<file path="config.mk">
export PLATFORM = sky130hd
export DESIGN_NAME = rv_exec_core
export DESIGN_NICKNAME = d
export VERILOG_FILES = /design/src/common/rv_pkg.sv /design/src/verilog/rv_regfile.sv /design/src/verilog/rv_decoder.sv /design/src/execute/rv_alu.sv /design/src/execute/rv_execute.sv /design/src/verilog/rv_exec_core.sv
export SDC_FILE = /design/constraint.sdc
export NUM_CORES = 2
export LEC_CHECK = 0
export BUFFER_PORTS_ARGS = -buffer_cell sky130_fd_sc_hd__buf_2
export CORE_AREA = 4 4 514 516
export CTS_CLUSTER_SIZE = 12
export DETAILED_ROUTE_END_ITERATION = 10
export DIE_AREA = 0 0 518 520
export GPL_ROUTABILITY_DRIVEN = 0
export MAX_ROUTING_LAYER = met4
export PLACE_DENSITY = 0.51
export SETUP_SLACK_MARGIN = 0.2
export SLEW_MARGIN = 10
export SYNTH_ARGS = -nofsm -noshare
export SYNTH_HDL_FRONTEND = slang
export SYNTH_SLANG_ARGS = --single-unit
</file>
<file path="constraint.sdc">
create_clock -name clk -period 36.9 [get_ports clk]
set_clock_uncertainty 0.2 [all_clocks]
set_input_delay 3.69 -clock clk [delete_from_list [all_inputs] [get_ports clk]]
set_output_delay 3.69 -clock clk [all_outputs]
set_load 0.005 [all_outputs]
</file>
<file path="src/common/rv_pkg.sv">
`default_nettype none

package rv_pkg;

    // Major opcodes kept by this cluster
    typedef enum logic [6:0]
    {
        OP_REG   = 7'b0110011,  // R-type ALU
        OP_IMM   = 7'b0010011,  // I-type ALU
        OP_LUI   = 7'b0110111,
        OP_AUIPC = 7'b0010111
    } opcode_e;

    // Exact ALU operation
    typedef enum logic [3:0]
    {
        ALU_ADD  = 4'd0,
        ALU_SUB  = 4'd1,
        ALU_SLL  = 4'd2,
        ALU_SLT  = 4'd3,
        ALU_SLTU = 4'd4,
        ALU_XOR  = 4'd5,
        ALU_SRL  = 4'd6,
        ALU_SRA  = 4'd7,
        ALU_OR   = 4'd8,
        ALU_AND  = 4'd9
    } alu_op_e;

    // Operand class, picks the two ALU inputs
    typedef enum logic [1:0]
    {
        SEL_RR = 2'd0,  // rs1, rs2
        SEL_RI = 2'd1,  // rs1, imm
        SEL_ZI = 2'd2,  // zero, imm (LUI)
        SEL_PI = 2'd3   // pc, imm (AUIPC)
    } opnd_sel_e;

    // Decoded control, decoder to execute
    typedef struct packed
    {
        logic        valid;
        alu_op_e     alu_op;
        opnd_sel_e   opnd_sel;
        logic [4:0]  rs1;
        logic [4:0]  rs2;
        logic [4:0]  rd;
        logic        reg_write;  // Low for illegal words
        logic [31:0] imm;
        logic [31:0] pc;
    } ex_ctrl_t;

    // Writeback entry, execute to register file and outputs
    typedef struct packed
    {
        logic        valid;
        logic [4:0]  rd;
        logic [31:0] data;
    } wb_t;

endpackage

`default_nettype wire

</file>
<file path="src/verilog/rv_regfile.sv">
`timescale 1ns/10ps
`default_nettype none

module rv_regfile
    import rv_pkg::*;
(
    input  wire logic        clk,
    input  wire logic        rst,
    input  wire logic [4:0]  rs1_addr,
    input  wire logic [4:0]  rs2_addr,
    input  wire wb_t         wb,
    input  wire logic        wb_reg_write,
    output logic [31:0]      rs1_data,
    output logic [31:0]      rs2_data
);

    logic [31:0] regs [1:31];  // x0 has no storage

    always_ff @(posedge clk or posedge rst)
    begin
        if (rst)
        begin
            for (int i = 1; i < 32; i++)
                regs[i] <= 32'h0;
        end
        else if (wb.valid && wb_reg_write && (wb.rd != 5'd0))
            regs[wb.rd] <= wb.data;
    end

    // Combinational read, same-edge bypass lives in execute
    assign rs1_data = (rs1_addr == 5'd0) ? 32'h0 : regs[rs1_addr];
    assign rs2_data = (rs2_addr == 5'd0) ? 32'h0 : regs[rs2_addr];

endmodule

`default_nettype wire

</file>
<file path="src/verilog/rv_decoder.sv">
`timescale 1ns/10ps
`default_nettype none

module rv_decoder
    import rv_pkg::*;
#(
    parameter logic [31:0] RESET_PC = 32'h0
)
(
    input  wire logic        clk,
    input  wire logic        rst,
    input  wire logic        instr_valid,
    input  wire logic [31:0] instr,
    output logic [4:0]       rs1_addr,
    output logic [4:0]       rs2_addr,
    output ex_ctrl_t         ex_ctrl,
    output logic             illegal
);

    logic [31:0] pc_q;
    logic [31:0] imm_i;   // Sign-extended I immediate
    logic [31:0] imm_u;   // Upper immediate
    logic [2:0]  funct3;
    logic [6:0]  funct7;
    logic        is_reg;
    logic        fn_ok;   // funct3/funct7 combination is defined
    logic        op_ok;   // Opcode is one we execute
    logic        use_rs1;
    logic        use_rs2;
    alu_op_e     alu_op;
    opnd_sel_e   opnd_sel;
    logic [31:0] imm;

    assign funct3 = instr[14:12];
    assign funct7 = instr[31:25];
    assign imm_i  = {{20{instr[31]}}, instr[31:20]};
    assign imm_u  = {instr[31:12], 12'b0};
    assign is_reg = (instr[6:0] == OP_REG);

    // funct3/funct7 to ALU operation, shared by R and I forms
    always_comb
    begin
        alu_op = ALU_ADD;
        fn_ok  = 1'b1;
        case (funct3)
            3'b000:
            begin
                if (is_reg)
                begin
                    alu_op = (funct7 == 7'b0100000) ? ALU_SUB : ALU_ADD;
                    fn_ok  = (funct7 == 7'b0000000) || (funct7 == 7'b0100000);
                end
                else
                    fn_ok = (funct7 != 7'b0100000);  // SUB-style ADDI is rejected
            end
            3'b001:
            begin
                alu_op = ALU_SLL;
                fn_ok  = (funct7 == 7'b0000000);     // SLL and SLLI alike
            end
            3'b010: alu_op = ALU_SLT;
            3'b011: alu_op = ALU_SLTU;
            3'b100: alu_op = ALU_XOR;
            3'b101:
            begin
                alu_op = (funct7 == 7'b0100000) ? ALU_SRA : ALU_SRL;  // SRA, SRAI
                fn_ok  = (funct7 == 7'b0000000) || (funct7 == 7'b0100000);
            end
            3'b110: alu_op = ALU_OR;
            default: alu_op = ALU_AND;
        endcase
        // Logic and compare ops in R form need a zero funct7
        if (is_reg && (funct3 inside {3'b010, 3'b011, 3'b100, 3'b110, 3'b111}))
            fn_ok = (funct7 == 7'b0000000);
    end

    // Opcode class
    always_comb
    begin
        op_ok    = 1'b1;
        use_rs1  = 1'b0;
        use_rs2  = 1'b0;
        opnd_sel = SEL_RR;
        imm      = imm_i;
        case (opcode_e'(instr[6:0]))
            OP_REG:
            begin
                use_rs1 = 1'b1;
                use_rs2 = 1'b1;
            end
            OP_IMM:
            begin
                use_rs1  = 1'b1;
                opnd_sel = SEL_RI;
            end
            OP_LUI:
            begin
                opnd_sel = SEL_ZI;
                imm      = imm_u;
            end
            OP_AUIPC:
            begin
                opnd_sel = SEL_PI;
                imm      = imm_u;
            end
            default: op_ok = 1'b0;
        endcase
    end

    // Unused source fields read x0, so they never match a forward
    assign rs1_addr = use_rs1 ? instr[19:15] : 5'd0;
    assign rs2_addr = use_rs2 ? instr[24:20] : 5'd0;

    always_comb
    begin
        ex_ctrl.valid     = instr_valid;
        // U-type words carry no funct fields
        ex_ctrl.alu_op    = (opnd_sel inside {SEL_ZI, SEL_PI}) ? ALU_ADD : alu_op;
        ex_ctrl.opnd_sel  = opnd_sel;
        ex_ctrl.rs1       = rs1_addr;
        ex_ctrl.rs2       = rs2_addr;
        ex_ctrl.rd        = instr[11:7];
        ex_ctrl.reg_write = op_ok && (fn_ok || (opnd_sel inside {SEL_ZI, SEL_PI}));
        ex_ctrl.imm       = imm;
        ex_ctrl.pc        = pc_q;
    end

    // PC only moves on accepted words
    always_ff @(posedge clk or posedge rst)
    begin
        if (rst)
        begin
            pc_q    <= RESET_PC;
            illegal <= 1'b0;
        end
        else
        begin
            if (instr_valid)
                pc_q <= pc_q + 32'd4;
            illegal <= instr_valid && !ex_ctrl.reg_write;  // One-cycle pulse
        end
    end

endmodule

`default_nettype wire

</file>
<file path="src/execute/rv_alu.sv">
`timescale 1ns/10ps
`default_nettype none

module rv_alu
    import rv_pkg::*;
(
    input  wire alu_op_e     alu_op,
    input  wire logic [31:0] a,
    input  wire logic [31:0] b,
    output logic [31:0]      result
);

    logic [4:0] shamt;

    assign shamt = b[4:0];  // Only low five bits shift

    always_comb
    begin
        case (alu_op)
            ALU_ADD:  result = a + b;
            ALU_SUB:  result = a - b;
            ALU_SLL:  result = a << shamt;
            ALU_SLT:  result = {31'b0, $signed(a) < $signed(b)};
            ALU_SLTU: result = {31'b0, a < b};
            ALU_XOR:  result = a ^ b;
            ALU_SRL:  result = a >> shamt;
            ALU_SRA:  result = $unsigned($signed(a) >>> shamt);  // Sign fill
            ALU_OR:   result = a | b;
            ALU_AND:  result = a & b;
            default:  result = 32'h0;
        endcase
    end

endmodule

`default_nettype wire

</file>
<file path="src/execute/rv_execute.sv">
`timescale 1ns/10ps
`default_nettype none

module rv_execute
    import rv_pkg::*;
(
    input  wire logic        clk,
    input  wire logic        rst,
    input  wire ex_ctrl_t    ex_ctrl,
    input  wire logic [31:0] rs1_data,
    input  wire logic [31:0] rs2_data,
    output wb_t              wb,
    output logic             wb_reg_write
);

    ex_ctrl_t    ex_q;          // Execute entry
    logic [31:0] rs1_q;
    logic [31:0] rs2_q;
    logic [31:0] alu_a;
    logic [31:0] alu_b;
    logic [31:0] alu_result;
    logic        ex_fwd;        // Execute entry can forward
    logic        wb_fwd;        // Writeback entry can forward
    logic [31:0] rs1_sel;
    logic [31:0] rs2_sel;

    assign ex_fwd = ex_q.valid && ex_q.reg_write && (ex_q.rd != 5'd0);
    assign wb_fwd = wb.valid && wb_reg_write && (wb.rd != 5'd0);

    // Youngest producer wins
    always_comb
    begin
        if (ex_fwd && (ex_ctrl.rs1 == ex_q.rd))
            rs1_sel = alu_result;
        else if (wb_fwd && (ex_ctrl.rs1 == wb.rd))
            rs1_sel = wb.data;
        else
            rs1_sel = rs1_data;

        if (ex_fwd && (ex_ctrl.rs2 == ex_q.rd))
            rs2_sel = alu_result;
        else if (wb_fwd && (ex_ctrl.rs2 == wb.rd))
            rs2_sel = wb.data;
        else
            rs2_sel = rs2_data;
    end

    always_ff @(posedge clk or posedge rst)
    begin
        if (rst)
            ex_q <= '0;
        else
            ex_q <= ex_ctrl;
    end

    // Operand payload
    always_ff @(posedge clk)
    begin
        rs1_q <= rs1_sel;
        rs2_q <= rs2_sel;
    end

    // ALU inputs by operand class
    always_comb
    begin
        case (ex_q.opnd_sel)
            SEL_RR:
            begin
                alu_a = rs1_q;
                alu_b = rs2_q;
            end
            SEL_RI:
            begin
                alu_a = rs1_q;
                alu_b = ex_q.imm;
            end
            SEL_ZI:
            begin
                alu_a = 32'h0;
                alu_b = ex_q.imm;
            end
            default:
            begin
                alu_a = ex_q.pc;   // AUIPC
                alu_b = ex_q.imm;
            end
        endcase
    end

    rv_alu i_rv_alu
    (
        .alu_op (ex_q.alu_op),
        .a      (alu_a),
        .b      (alu_b),
        .result (alu_result)
    );

    // Writeback entry
    always_ff @(posedge clk or posedge rst)
    begin
        if (rst)
        begin
            wb           <= '0;
            wb_reg_write <= 1'b0;
        end
        else
        begin
            wb.valid     <= ex_q.valid;
            wb.rd        <= ex_q.rd;
            wb.data      <= alu_result;
            wb_reg_write <= ex_q.valid && ex_q.reg_write;  // Illegal words retire dry
        end
    end

endmodule

`default_nettype wire

</file>
<file path="src/verilog/rv_exec_core.sv">
`timescale 1ns/10ps
`default_nettype none

module rv_exec_core
    import rv_pkg::*;
#(
    parameter logic [31:0] RESET_PC = 32'h0
)
(
    input  wire logic        clk,
    input  wire logic        rst,
    input  wire logic        instr_valid,
    input  wire logic [31:0] instr,
    output logic             wb_valid,
    output logic             wb_reg_write,
    output logic [4:0]       wb_rd,
    output logic [31:0]      wb_data,
    output logic             illegal
);

    logic [4:0]  rs1_addr;
    logic [4:0]  rs2_addr;
    logic [31:0] rs1_data;
    logic [31:0] rs2_data;
    ex_ctrl_t    ex_ctrl;
    wb_t         wb;

    rv_decoder #(.RESET_PC(RESET_PC)) i_rv_decoder
    (
        .clk         (clk),
        .rst         (rst),
        .instr_valid (instr_valid),
        .instr       (instr),
        .rs1_addr    (rs1_addr),
        .rs2_addr    (rs2_addr),
        .ex_ctrl     (ex_ctrl),
        .illegal     (illegal)
    );

    rv_regfile i_rv_regfile
    (
        .clk          (clk),
        .rst          (rst),
        .rs1_addr     (rs1_addr),
        .rs2_addr     (rs2_addr),
        .wb           (wb),
        .wb_reg_write (wb_reg_write),
        .rs1_data     (rs1_data),
        .rs2_data     (rs2_data)
    );

    rv_execute i_rv_execute
    (
        .clk          (clk),
        .rst          (rst),
        .ex_ctrl      (ex_ctrl),
        .rs1_data     (rs1_data),
        .rs2_data     (rs2_data),
        .wb           (wb),
        .wb_reg_write (wb_reg_write)
    );

    assign wb_valid = wb.valid;
    assign wb_rd    = wb.rd;
    assign wb_data  = wb.data;

endmodule

`default_nettype wire

</file>
==> summary.txt <==
Status
  – Status: finished with violations
  – Failing checks: design-rule violations

Clock tree
  – Hold buffers post-CTS: 0
  – Root Driver: clkbuf_16
  – Cts bufs inserted: 142
  – CTS Sinks: 1201
  – Post-CTS Resized: 0
  – Post-CTS Setup Bufs: 0
  – Longest Clk Path Bufs: 3
  – CTS tree: yes
  – H-Tree Depth: 4
  – Clock latency on the worst-skew pair: 0.82 ns
  – Clock transition at the registers of the reported paths: 0.06 ns

Timing
  – Worst rel slew slack: 0.104
  – Count of pins over their slew limit: 0
  – Worst slew pin tran: between 1 and 1.5 ns
  – Crit path time final: 8.38 ns
  – Final WS setup: 28.52 ns
  – Period utilisation layout: 0.227
  – Setup tns final: 0 ns
  – RSZ-0062 raised after global routing: no
  – Hold Vio Cnt, Final: 0
  – Achievable frequency: 119 MHz
  – Finish-stage setup viols: 0

Route
  – ANT nets after route: 0
  – Wire length per cell: around 32 um
  – Drt first pass iters: 11
  – DRT Wirelength: 332000 um
  – Routed vias: 63700
  – Initial DRC Count: between 8000 and 9000
  – Post-route DRC: 1
  – Drt via density: 6.10

Setup path
  – WP data arrival: 8.92 ns
  – CP delay by family, top: buffers and inverters
  – RR Endpoint: i_rv_execute.rs1_q[18]
  – Critical path type: primary input to asynchronous set/reset pin
  – CP Launch Type: primary input
  – Critical Path RT: between 30 and 40 ns
  – Worst r2r src: i_rv_execute.ex_q[81]
  – Most used cell, CP: buf_4
  – Max incr delay on CP: 0.81 ns
  – Crit path cell chain: buf_2 > inv_8 > buf_4 > buf_4 > buf_4 > buf_4 > buf_4 > buf_4
  – Crit-path slowest cell: buf_4
  – Worst Path Buf+Inv: 8
  – Reg-to-reg slack, setup: 30.45 ns
  – CP max FO: 104
  – Setup crit end kind: asynchronous set/reset pin
  – FF-to-FF path depth: 15

Floorplan
  – I/O pins: 75
  – Die Y: 520 um
  – Core Rows: 187
  – Core box area: 259000 um^2
  – Starting Density: 0.279
  – Die width: around 520 um
  – Die Footprint: 269000 um^2

Worst hold path
  – Hold endpoint: i_rv_execute.ex_q[23]
  – Min-Delay Path Depth: 0
  – Worst Hold Class: register to register
  – Hold_sp: i_rv_decoder.pc_q[23]

GRT
  – Pin count of the biggest net entering global routing: between 100 and 150
  – Vias in the first global route: 61300
  – All-Layer GR Usage: 0.244
  – Initial antenna violation count: 17
  – First-pass GRT wire length: 469000 um
  – Grt ovf: 0

Power
  – P_leak: 35.4 nW
  – PwrDens: 37.1 nW/um^2
  – Peak VDD IR: 31.5 uV

Synthesis
  – Synth top area share: 0.394
  – Mapped cell area: about 72000 um^2
  – Post-synth top flop: dfrtp_1
  – Most common library cells after synthesis: 1137 x dfrtp_1, 1083 x mux2_2, 746 x nand2_1
  – YS warnings: 0
  – Syn_area_per_cell: 10.1 um^2
  – Post-synth cell types: 101
  – Sequential fraction of the synthesis area: 0.411
  – Cells after synthesis: slightly above 7000
  – Asr flop ratio synth: 0.947
  – Largest area contributor in the netlist: dfrtp_1
  – Most numerous cell in the Yosys netlist: dfrtp_1
  – Net Count, Synth: ~7300
  – Yosys reg bits: ~1200
  – Dominant cells by area after synthesis: dfrtp_1 39%, mux2_2 17%, mux2i_1 5.3%, nand2_1 3.9%, a21oi_1 3.0%
  – Number of synthesized flops with an enable pin: 0

Layout
  – Fin util: 0.314
  – Design Area, Final: 81400 um^2
  – Layout cell share with drive strength beyond 1: 0.259
  – Area delta synth->final: 12.6%
  – Final Net Count: 7039

Placement
  – Place WS: 27.34 ns
  – Port bufs: 74
  – Placed inst area: about 76000 um^2
  – Final HPWL DP: 209000 um

Run
  – Max Cap Viol: 0
-- per-layer routing --
layer / routed length (um) / up-vias / global-route usage
li1: - / 26000 / -
met3: 38200 / 1069 / 0.0695
met1: 131000 / 32500 / 0.306
met2: 142000 / 4009 / 0.355
met4: 21400 / 0 / 0.129
met5: 0 / - / -
-- cells by family (layout without fill, tap and decap cells) --
group | Yosys count | count (layout) | share of synthesized area
XOR/XNOR | 54 | 54 | 0.00654
multiplexers | 1573 | 1573 | 0.252
AND/OR/NAND/NOR | 1778 | 1778 | 0.113
other | 0 | 13 | 0
AO/OA/AOI/OAI | 1633 | 1633 | 0.154
flip-flops | 1201 | 1201 | 0.411
buffers and inverters | 812 | 667 | 0.0442
adder cells (fa/ha/maj) | 108 | 108 | 0.0189
-- metrics by stage --
step | power (W) | std cells | hold slack (ns)
floorplan | 0.00147 | 7159 | 0.147
global placement | 0.00155 | 10200 | 0.161
detailed placement | 0.00155 | 10200 | 0.169
CTS | 0.00304 | 10400 | 0.175
global route | 0.00311 | 10400 | 0.193
finish | 0.00302 | 10400 | 0.175
-- report_power, final --
group / internal (W) / total [W] / switching [W]
sequential: 0.00133 / 0.00134 / 0.0000138
combinational: 0.0000423 / 0.000190 / 0.000148
clock: 0.000872 / 0.00149 / 0.000619
-- how the worst max path moves through the flow --
stage,end,depth (start not counted),from
floorplan,i_rv_decoder.illegal,1,rst
global placement,i_rv_execute.rs2_q[31],11,instr[3]
detailed placement,i_rv_execute.ex_q[81],8,rst
CTS,i_rv_execute.ex_q[81],8,rst
global route,i_rv_execute.ex_q[81],8,rst
finish,i_rv_execute.ex_q[81],8,rst
-- registers in the layout (all words and copies together), names as in the netlist --
name and flops:
i_rv_decoder.illegal 1, i_rv_regfile.regs 992, i_rv_execute.wb 38, i_rv_execute.ex_q 75, i_rv_decoder.pc_q 30, i_rv_execute.wb_reg_write 1, i_rv_execute.rs1_q 32, i_rv_execute.rs2_q 32
-- placed cells by master (no fill, tap or decap), types with 87 or more instances in the layout --
| cell type | instances |
|---|---|
| nand3_1 | 269 |
| inv_1 | 107 |
| a21oi_1 | 428 |
| mux2_2 | 1083 |
| a31oi_1 | 140 |
| a221oi_1 | 178 |
| dfrtp_1 | 1136 |
| ha_1 | 106 |
| o21ai_0 | 203 |
| mux4_2 | 88 |
| nand2_1 | 726 |
| buf_4 | 204 |
| a211oi_1 | 105 |
| nor2_1 | 260 |
| mux2i_1 | 381 |
| nor3_1 | 130 |
| clkbuf_16 | 143 |
| and3_1 | 87 |
-- worst register-to-register path: stages (launching register included) --
cell and delay (ns):
dfrtp_2 0.40, buf_4 0.32, or3b_1 0.70, nand2_4 0.72
ha_1 0.37, inv_1 0.07, fa_1 0.41, nor2b_1 0.18
o21ai_0 0.19, a31oi_1 0.55, o21ai_0 0.40, a31oi_1 0.31
a31oi_1 0.15, a211oi_1 0.61, nand2_1 0.50, o21a_1 0.31
-- layout make-up --
class | instances | area [um^2]
Tap cell | 3402 | 4260
Multi-Input combinational cell | 5146 | 39900
Clock inverter | 51 | 815
Clock buffer | 211 | 4170
Timing Repair Buffer | 282 | 2040
Sequential cell | 1201 | 29700
Inverter | 123 | 474
Fill cell | 26500 | 178000
Antenna cell | 13 | 32.5
Power figures use the tool's default switching activity.
